==> config.mk <==
export PLATFORM = sky130hd
export DESIGN_NAME = decodeStage
export DESIGN_NICKNAME = d
export VERILOG_FILES = /design/src/hdl/cpuPkg.sv /design/src/hdl/decodeStage.sv
export VERILOG_INCLUDE_DIRS = /design/src /design/src/hdl
export SDC_FILE = /design/constraint.sdc
export NUM_CORES = 1
export LEC_CHECK = 0
export BUFFER_PORTS_ARGS = -buffer_cell sky130_fd_sc_hd__buf_2
export CAP_MARGIN = 20
export CORE_ASPECT_RATIO = 1.2
export CORE_MARGIN = 5
export CORE_UTILIZATION = 47
export DETAILED_ROUTE_END_ITERATION = 6
export PLACE_DENSITY = 0.94
export SLEW_MARGIN = 20
export SYNTH_ARGS = -nofsm -noshare
export SYNTH_HDL_FRONTEND = slang
export SYNTH_SLANG_ARGS = --single-unit
==> constraint.sdc <==
create_clock -name clk -period 4.21 [get_ports clk]
set_input_delay 0.421 -clock clk [delete_from_list [all_inputs] [get_ports clk]]
set_output_delay 0.421 -clock clk [all_outputs]
set_load 0.02 [all_outputs]
==> src/hdl/cpu_config.svh <==
`ifndef CPU_CONFIG_SVH
`define CPU_CONFIG_SVH

// one word size covers data, addresses and instructions
`define CPU_DATA_WIDTH 16

// sixteen registers and r0 always reads as zero
`define CPU_NUM_REGS 16
`define CPU_REG_ADDR_WIDTH 4

`define CPU_OPCODE_WIDTH 4

// both memories hold words and drop address bit 0
`define CPU_IMEM_WORDS 256
`define CPU_DMEM_WORDS 256

`endif

==> src/hdl/cpuPkg.sv <==
`default_nettype none
`include "cpu_config.svh"

package cpuPkg;

  typedef logic [`CPU_DATA_WIDTH-1:0] wordT;
  typedef logic [`CPU_REG_ADDR_WIDTH-1:0] regAddrT;

  // listed in encoding order, 0 through 15
  typedef enum logic [`CPU_OPCODE_WIDTH-1:0] {
    OpAdd, OpSub, OpXor, OpRed, OpSll, OpSra, OpRor, OpPaddsb,
    OpLw, OpSw, OpLlb, OpLhb, OpB, OpBr, OpPcs, OpHlt
  } opcodeT;

  // condition field of B and BR
  typedef enum logic [2:0] {
    CondNe,  // Z clear
    CondEq,  // Z set
    CondGt,  // Z and N clear
    CondLt,  // N set
    CondGe,  // Z set or N clear
    CondLe,  // Z set or N set
    CondOv,  // V set
    CondUn   // always taken
  } condT;

  typedef enum logic [2:0] {
    AluAdd, AluSub, AluXor, AluSll, AluSra, AluRor
  } aluOpT;

endpackage

`default_nettype wire

==> src/hdl/decodeStage.sv <==
`default_nettype none
`timescale 1ns/1ns

module decodeStage (
  input  logic            clk,
  input  logic            rst,
  input  cpuPkg::wordT    ifInst, ifPcInc,
  input  cpuPkg::wordT    rdData1, rdData2,
  input  logic            flagZ, flagV, flagN,
  input  cpuPkg::regAddrT exDst,
  input  logic            exWrite, exIsLoad, exSetsFlags,
  input  cpuPkg::regAddrT memDst,
  input  logic            memWrite,
  output cpuPkg::regAddrT rdAddr1, rdAddr2,
  output logic            stall, branchTaken,
  output cpuPkg::wordT    branchTarget,
  output cpuPkg::wordT    idInst, idPcInc, idSrc1, idSrc2,
  output cpuPkg::regAddrT idSrc2Reg,
  output logic            idWrite, idMemRead, idMemWrite,
  output cpuPkg::aluOpT   idAluOp,
  output logic            idSetsZ, idSetsVN, idUseImm, idAddrCalc
);
  import cpuPkg::*;

  opcodeT op;
  aluOpT  aluOp;
  logic   isBubble, isBranch, condMet;
  logic   readsSrc1, readsSrc2;
  logic   loadUse, brHazard, flagHazard;

  assign op       = opcodeT'(ifInst[15:12]);
  assign isBubble = (ifInst == '0);  // the all-zero word never touches the flags
  assign isBranch = op inside {OpB, OpBr};

  // SW, LLB and LHB read their destination field on the second port
  assign rdAddr1 = ifInst[7:4];
  assign rdAddr2 = (op inside {OpSw, OpLlb, OpLhb}) ? ifInst[11:8] : ifInst[3:0];

  assign readsSrc1 = op inside {OpAdd, OpSub, OpXor, OpSll, OpSra, OpRor, OpLw, OpSw, OpBr};
  assign readsSrc2 = op inside {OpAdd, OpSub, OpXor, OpLlb, OpLhb};  // store data uses the bypass

  always_comb begin
    case (op)
      OpSub:   aluOp = AluSub;
      OpXor:   aluOp = AluXor;
      OpSll:   aluOp = AluSll;
      OpSra:   aluOp = AluSra;
      OpRor:   aluOp = AluRor;
      default: aluOp = AluAdd;  // also forms the LW/SW address
    endcase
  end

  always_comb begin
    case (condT'(ifInst[11:9]))
      CondNe:  condMet = !flagZ;
      CondEq:  condMet = flagZ;
      CondGt:  condMet = !flagZ && !flagN;
      CondLt:  condMet = flagN;
      CondGe:  condMet = flagZ || !flagN;
      CondLe:  condMet = flagZ || flagN;
      CondOv:  condMet = flagV;
      default: condMet = 1'b1;
    endcase
  end

  assign loadUse = exIsLoad && ((readsSrc1 && exDst == rdAddr1) ||
                                (readsSrc2 && exDst == rdAddr2));
  // BR uses its register in decode, so writers in execute and memory must drain first
  assign brHazard = (op == OpBr) && (rdAddr1 != '0) &&
                    ((exWrite && exDst == rdAddr1) || (memWrite && memDst == rdAddr1));
  assign flagHazard = isBranch && (condT'(ifInst[11:9]) != CondUn) && exSetsFlags;
  assign stall       = loadUse || brHazard || flagHazard;
  assign branchTaken = isBranch && condMet && !stall;
  assign branchTarget = (op == OpBr) ? rdData1 :
                        ifPcInc + {{6{ifInst[8]}}, ifInst[8:0], 1'b0};

  // HLT rides down the pipe as a load that is also a store
  always_ff @(posedge clk) begin
    if (rst || stall) begin
      idInst     <= '0;
      idWrite    <= 1'b0;
      idMemRead  <= 1'b0;
      idMemWrite <= 1'b0;
      idAluOp    <= AluAdd;
      idSetsZ    <= 1'b0;
      idSetsVN   <= 1'b0;
      idUseImm   <= 1'b0;
      idAddrCalc <= 1'b0;
    end else begin
      idInst     <= ifInst;
      idWrite    <= op inside {OpAdd, OpSub, OpXor, OpSll, OpSra, OpRor,
                               OpLw, OpLlb, OpLhb, OpPcs};
      idMemRead  <= op inside {OpLw, OpHlt};
      idMemWrite <= op inside {OpSw, OpHlt};
      idAluOp    <= aluOp;
      idSetsZ    <= !isBubble && (op inside {OpAdd, OpSub, OpXor, OpSll, OpSra, OpRor});
      idSetsVN   <= !isBubble && (op inside {OpAdd, OpSub});
      idUseImm   <= op inside {OpSll, OpSra, OpRor};
      idAddrCalc <= op inside {OpLw, OpSw};
    end
  end

  always_ff @(posedge clk) begin
    idPcInc   <= ifPcInc;
    idSrc1    <= rdData1;
    idSrc2    <= rdData2;
    idSrc2Reg <= rdAddr2;
  end

endmodule

`default_nettype wire

==> results of run 1 <==
-- worst max-delay path: stages --
cell and delay, ps:
buf_2 110, ha_1 170, inv_1 60, fa_1 400
nor2b_1 160, o31a_1 210, o2111a_1 260, o21bai_1 110
xnor2_1 120, mux2_2 260, buf_2 160
-- cells by family (layout without fill, tap and decap cells) --
| logic type | Yosys count | after routing |
|---|---|---|
| xor+xnor | 24 | 24 |
| compound gates | 61 | 61 |
| buf+inv | 24 | 207 |
| fa+ha+maj | 15 | 15 |
| mux | 5 | 5 |
| simple gates | 116 | 116 |
| flops | 78 | 78 |
-- where the power goes --
part	internal, W	switching (W)	total (W)
clock	0.000343	0.000304	0.000647
sequential	0.000778	0.00000961	0.000788
combinational	0.000168	0.000274	0.000442
-- cell type report --
class | instances | area [um^2] | share of cell area (%)
clock buffer | 9 | 124 | 2.81
clock inverter | 7 | 105 | 2.39
inverter | 5 | 18.8 | 0.426
multi-input combinational | 221 | 1550 | 35.2
sequential | 78 | 1560 | 35.5
tap | 87 | 109 | 2.47
timing repair buffer | 186 | 936 | 21.3
-- registers in the layout, indices dropped and copies added (netlist names) --
signal and count:
idMemWrite 1, idAddrCalc 1, idSrc1 16, idSrc2Reg 4, idUseImm 1, idInst 16, idWrite 1, idMemRead 1
idSetsZ 1, idSrc2 16, idAluOp 3, idSetsVN 1, idPcInc 16
-- worst max-delay path by stage --
stage	start	end	slack, ps
5_1_grt	ifInst[0]	branchTarget[15]	1210
6_report	ifInst[0]	branchTarget[13]	1340
3_5_place_dp	ifInst[0]	branchTarget[13]	1350
4_1_cts	ifInst[0]	branchTarget[13]	1340
2_1_floorplan	ifInst[0]	branchTarget[15]	1480
3_3_place_gp	ifInst[0]	branchTarget[13]	1390
-- cells in the mapped netlist (all sizes together), types with 2 or more instances --
library cell	number	area, um^2
mux2	4	48.8
dfxtp	78	1560
buf	10	70.1
inv	5	18.8
a211oi	5	37.5
xor2	10	87.6
and2	16	100
nor2b	9	63.8
nor3	10	50.1
nor4b	4	65.1
nand2	27	109
ha	14	175
and4	2	17.5
o21ai	14	70.1
xnor2	14	123
clkbuf	9	35.0
nand2b	2	20.0
a21oi	17	85.1
o211ai	3	22.5
nand4	4	25.0
o22ai	2	12.5
nor4	8	56.3
or2	4	27.5
nand3	6	30.0
and3	4	25.0
o21a	4	30.0
a21o	3	22.5
nor2	16	60.1
-- metrics by stage --
step	instance area [um^2]	worst slack (ps)
finish	4400	1340
global route	4400	1210
CTS	4400	1340
detailed placement	4170	1350
global placement	4170	1390
floorplan	3230	1480
-- layer usage --
metal  up-vias  share of wire [%]  global-route usage (%)
li1       1490                  -                       -
met1      1364                 37                    25.6
met2       163                 50                    38.5
met3        35                8.3                    5.31
met4         0                3.7                    12.1
met5         -                  0                       0
==> impl_metrics.csv, run 1 <==
group,metric,value,unit
placed_design,hpwlAfterDp,7880,um
die,start_util,47.8,%
power,p_leak,2.15,nW
synth,synth_edf_count,0,
drt,wl,9890,um
synth,yosysUniqueCellTypes,58,
finish,final_cell_mix,"buf_2 (184), dfxtp_1 (78), nand2_1 (26), a21oi_1 (17)",
die,die_y,101,um
synth,synthCells,323,
synth,synth_adder_area_share,6.03,%
worst_hold_path,hold_path_class,"input pin to flip-flop",
critical_path,cp.required,3790,ps
power,power,0.00188,W
synth,synth_top_family_by_area,"simple AND/OR/NAND/NOR gates",
finish,fillCellCount,554,
critical_path,path_max_fanout,4,
finish,final_common_cell,"buf_2",
global_route,track_usage,22.4,%
run_status,outcome,"finished, final reports clean",
sta,rsz0062_at_grt,"no",
clock_network,cts_tree,"done",
synth,yosys.area_share.simple,21.0,%
critical_path,worstSetupStartpointType,"input pin",
sta,slew_viol_final,0,
die,num_rows,33,
finish,fin_util,65.0,%
placed_design,dp_cells,577,
finish,final_cells,593,
drt,remaining_drc_errors,0,
sta,max_freq,0.348,GHz
finish,drive_above_1_share,43.3,%
clock_network,cts_resized,0,
clock_network,numCtsBuffers,9,
sta,period_minus_slack,2870,ps
drt,wl_per_cell,16.7,um
sta,relSlewSlack,53.0,%
die,die-area,0.00865,mm^2
global_route,grt_pass1_vias,3098,
finish,area.growth.synth_to_final,36.1,%
synth,synth_area,0.00323,mm^2
synth,synth-xor-area-share,6.50,%
drt,first_pass_iters,5,
clock_network,cts_setup_buffers,0,
drt,vias,3052,
sta,final_hold_viol_count,0,
placed_design,place.gp.congestion,0.908,
synth,ys_ff_latch,78,
sta,tightest_slew,704,ps
synth,syn-num-nets,419,
global_route,grt-ovfl-total,0,
global_route,grt_pass1_wl,15100,um
die,die_w,85.7,um
critical_path,critPathArrivalTime,2450,ps
clock_network,clk_path_buf_depth,2,
die,core,0.00677,mm^2
synth,ys_async_sr_fraction,0,%
flow_run,max_cap_viol_count,0,
global_route,antenna_found_initial,0,
clock_network,root_buffer,"clkbuf_8",
sta,hold_ws,159,ps
synth,synthMuxAreaShare,1.82,%
synth,synth_compound_area_share,12.5,%
critical_path,end_kind,"primary output",
global_route,grt_max_degree,19,
worst_hold_path,min_to,"idSrc2[7]",
worst_hold_path,hold_start,"rdData2[7]",
power,peakVddDrop,0.247,mV
placed_design,port_buffers,184,
drt,drt-initial-drc-count,107,
synth,syn_avg_cell_area,10.0,um^2
clock_network,clock-sinks,78,
die,ios,185,
sta,finalCritPeriodShare,68.3,%
power,powerDensity,426,mW/mm^2
sta,totalNegativeSetupSlack,0,ps
synth,yosysSeqAreaShare,48.3,%
sta,setup_viol,0,
clock_network,path_clk_slew,90,ps
clock_network,cts_max_level,3,
finish,num_antenna_cells,0,
clock_network,cts_hold_buffers,0,
drt,drtAntennaViolNets,0,
synth,yosysWarnings,0,
synth,ys.flop_type,"dfxtp_1",
drt,via_per_inst,5.15,
finish,nNetsFinal,597,
worst_hold_path,hold_depth,1,
critical_path,crit_type,"input pin to primary output",
No activity file was read; power rests on OpenSTA's default activity.
==> inputs of run 2 (changes only) <==
--- a/config.mk
+++ b/config.mk
@@ -6,13 +6,14 @@
 export SDC_FILE = /design/constraint.sdc
 export NUM_CORES = 1
 export LEC_CHECK = 0
+export ABC_AREA = 1
 export BUFFER_PORTS_ARGS = -buffer_cell sky130_fd_sc_hd__buf_2
 export CAP_MARGIN = 20
 export CORE_ASPECT_RATIO = 1.2
 export CORE_MARGIN = 5
-export CORE_UTILIZATION = 47
+export CORE_UTILIZATION = 44
 export DETAILED_ROUTE_END_ITERATION = 6
-export PLACE_DENSITY = 0.94
+export PLACE_DENSITY = 0.89
 export SLEW_MARGIN = 20
 export SYNTH_ARGS = -nofsm -noshare
 export SYNTH_HDL_FRONTEND = slang
==> constraint.sdc (replaced) <==
create_clock -name clk -period 2.8 [get_ports clk]
set_input_delay 0.28 -clock clk [delete_from_list [all_inputs] [get_ports clk]]
set_output_delay 0.28 -clock clk [all_outputs]
set_load 0.02 [all_outputs]
==> impl_metrics.csv, run 2 <==
group,metric,value,unit
sta,totalNegativeSetupSlack,0,ps
synth,syn_avg_cell_area,7.96,um^2
critical_path,crit_family,"adder cells",
synth,synth_area_leaders,"dfxtp_1 (48%), nand2_1 (9.8%), nor2_1 (6.5%)",
critical_path,cp.required,2520,ps
sta,finalCritPeriodShare,90.1,%
sta,period_minus_slack,2520,ps
finish,nNetsFinal,692,
synth,yosysSeqAreaShare,48.1,%
global_route,grt_pass1_wl,15900,um
clock_network,numCtsBuffers,9,
power,p_leak,2.40,nW
power,clockPowerShare,30.2,%
power,swShare,33.8,%
power,peakVddDrop,0.390,mV
synth,yosysUniqueCellTypes,33,
power,powerDensity,591,mW/mm^2
power,p_int,0.00173,W
power,seqPwrFrac,45.3,%
die,die_y,104,um
drt,remaining_drc_errors,0,
worst_hold_path,hold_start,"rdData2[9]",
placed_design,placed_cell_area,0.00423,mm^2
die,die-area,0.00921,mm^2
synth,synth_most_common_cell,"nand2_1",
clock_network,clk_path_buf_depth,2,
global_route,antenna_found_initial,0,
sta,tightest_slew,444,ps
global_route,grt-ovfl-total,0,
critical_path,critPathArrivalTime,2240,ps
placed_design,place_ws,337,ps
sta,setup_viol,0,
synth,yosysWarnings,0,
synth,synthCells,408,
drt,first_pass_iters,4,
run_status,outcome,"finished, final reports clean",
die,start_util,44.9,%
critical_path,crit_chain,"buf_2, ha_1, inv_1, fa_1, o21ai_0, nand4_1, nand3_1, nand2_1, a31oi_1, buf_2",
power,switchingPower,0.000885,W
finish,final_cells,691,
finish,num_antenna_cells,0,
drt,wl,10100,um
synth,synth.largest_area_cell,"dfxtp_1",
synth,synth_common_cells,"nand2_1 (85), dfxtp_1 (78), nor2_1 (56), inv_1 (42), nand3_1 (27)",
clock_network,root_buffer,"clkbuf_8",
sta,final_hold_viol_count,0,
global_route,grt_pass1_vias,3608,
drt,vias,3482,
synth,syn-num-nets,504,
global_route,grt_max_degree,27,
placed_design,hpwlAfterDp,8500,um
die,core,0.00723,mm^2
finish,fin_util,61.1,%
synth,ys_async_sr_fraction,0,%
critical_path,crit_type,"input pin to primary output",
sta,relSlewSlack,70.1,%
sta,layout_setup_ws,276,ps
placed_design,dp_cells,674,
finish,area.growth.synth_to_final,36.1,%
finish,drive_above_1_share,35.6,%
global_route,track_usage,21.9,%
finish,finalInstanceArea,0.00442,mm^2
drt,wl_per_cell,14.6,um
die,ios,185,
die,num_rows,34,
placed_design,port_buffers,184,
finish,final_common_cell,"buf_2",
critical_path,worst_path_most_repeated_cell,"buf_2",
power,combPwrFrac,24.5,%
sta,rsz0062_at_grt,"no",
sta,max_freq,0.396,GHz
clock_network,path_clk_slew,90,ps
finish,fillCellCount,675,
clock_network,cts_max_level,3,
drt,drtAntennaViolNets,0,
finish,final_cell_mix,"buf_2 (184), nand2_1 (85), dfxtp_1 (78), nor2_1 (56), inv_1 (42)",
synth,synth.top_cell.area_share,48.1,%
critical_path,crit_slowest_cell,"fa_1",
die,die_w,88.5,um
sta,slew_viol_final,0,
drt,via_per_inst,5.04,
drt,drt-initial-drc-count,119,
critical_path,path_max_fanout,4,
clock_network,cts_tree,"done",
synth,synth_edf_count,0,
critical_path,worstSetupStartpointType,"input pin",
synth,synth_area,0.00325,mm^2
placed_design,place.gp.congestion,0.911,
worst_hold_path,hold_depth,1,
worst_hold_path,hold_path_class,"input pin to flip-flop",
synth,ys_ff_latch,78,
flow_run,max_cap_viol_count,0,
synth,ys.flop_type,"dfxtp_1",
critical_path,worstPathBufferInverterCount,3,
critical_path,slowest_delay,450,ps
clock_network,clock-sinks,78,
critical_path,end_kind,"primary output",
worst_hold_path,min_to,"idSrc2[9]",
==> run 2: changes by cell type after synthesis, moves of 9 or more <==
| cell | change |
|---|---|
| nand2_1 | +59 |
| nor2_1 | +40 |
| inv_1 | +37 |
| nand3_1 | +21 |
| and2_1 | -16 |
| xnor2_1 | -9 |
==> run 2: worst max path at each step <==
stage | start | end | slack (ps) | depth (start not counted)
3_5_place_dp | ifInst[0] | branchTarget[13] | 340 | 10
6_report | ifInst[0] | branchTarget[13] | 280 | 10
5_1_grt | ifInst[0] | branchTarget[13] | 180 | 10
2_1_floorplan | ifInst[0] | branchTarget[9] | 560 | 7
3_3_place_gp | ifInst[0] | branchTarget[13] | 390 | 10
4_1_cts | ifInst[0] | branchTarget[13] | 320 | 10
==> run 2: cell families (layout without fill, tap and decap cells) <==
logic type / after synthesis / in the layout / synth area share [%]
AO/OA/AOI/OAI: 54 / 54 / 9.47
XOR/XNOR: 12 / 12 / 3.23
adder cells (fa/ha/maj): 15 / 15 / 6.01
buffers and inverters: 54 / 247 / 7.20
flip-flops: 78 / 78 / 48.1
AND/OR/NAND/NOR: 195 / 195 / 26.0
==> run 2: metrics by stage <==
stage / hold WS, ps / power, W
5_1_grt: 1.02 / 0.00275
4_1_cts: 1.08 / 0.00264
3_5_place_dp: 384 / 0.00185
6_report: 12.4 / 0.00261
3_3_place_gp: 383 / 0.00184
2_1_floorplan: 308 / 0.00160
==> run 2: area by class of cell <==
class | instances | area, um^2 | area share [%]
timing repair buffer | 186 | 938 | 21.2
tap | 90 | 113 | 2.55
clock buffer | 9 | 124 | 2.80
sequential | 78 | 1560 | 35.3
clock inverter | 7 | 62.6 | 1.41
inverter | 45 | 169 | 3.82
multi-input combinational | 276 | 1450 | 32.9
==> run 2: timing repair <==
action | 4_1_cts | 5_1_grt
setup buffers | 0 | 0
hold buffers | 0 | 1
resized for setup | 0 | 0
endpoints found under the hold margin | 0 | 1
==> run 2: power by group through the flow <==
stage / logic [W] / clock network, W / registers, W
2_1_floorplan: 0.000308 / 0 / 0.00129
3_3_place_gp: 0.000631 / 0 / 0.00121
3_5_place_dp: 0.000639 / 0 / 0.00121
4_1_cts: 0.000643 / 0.000812 / 0.00119
5_1_grt: 0.000704 / 0.000860 / 0.00119
6_report: 0.000640 / 0.000791 / 0.00118
==> run 2: metal layers <==
metal	up-vias	wire length, um	GRT usage (%)	share of wire (%)
met4	0	361	9.94	3.6
met2	188	5080	39.7	51
li1	1699	-	-	-
met3	36	1060	6.89	11
met1	1559	3550	22.2	35
met5	-	0	0	0
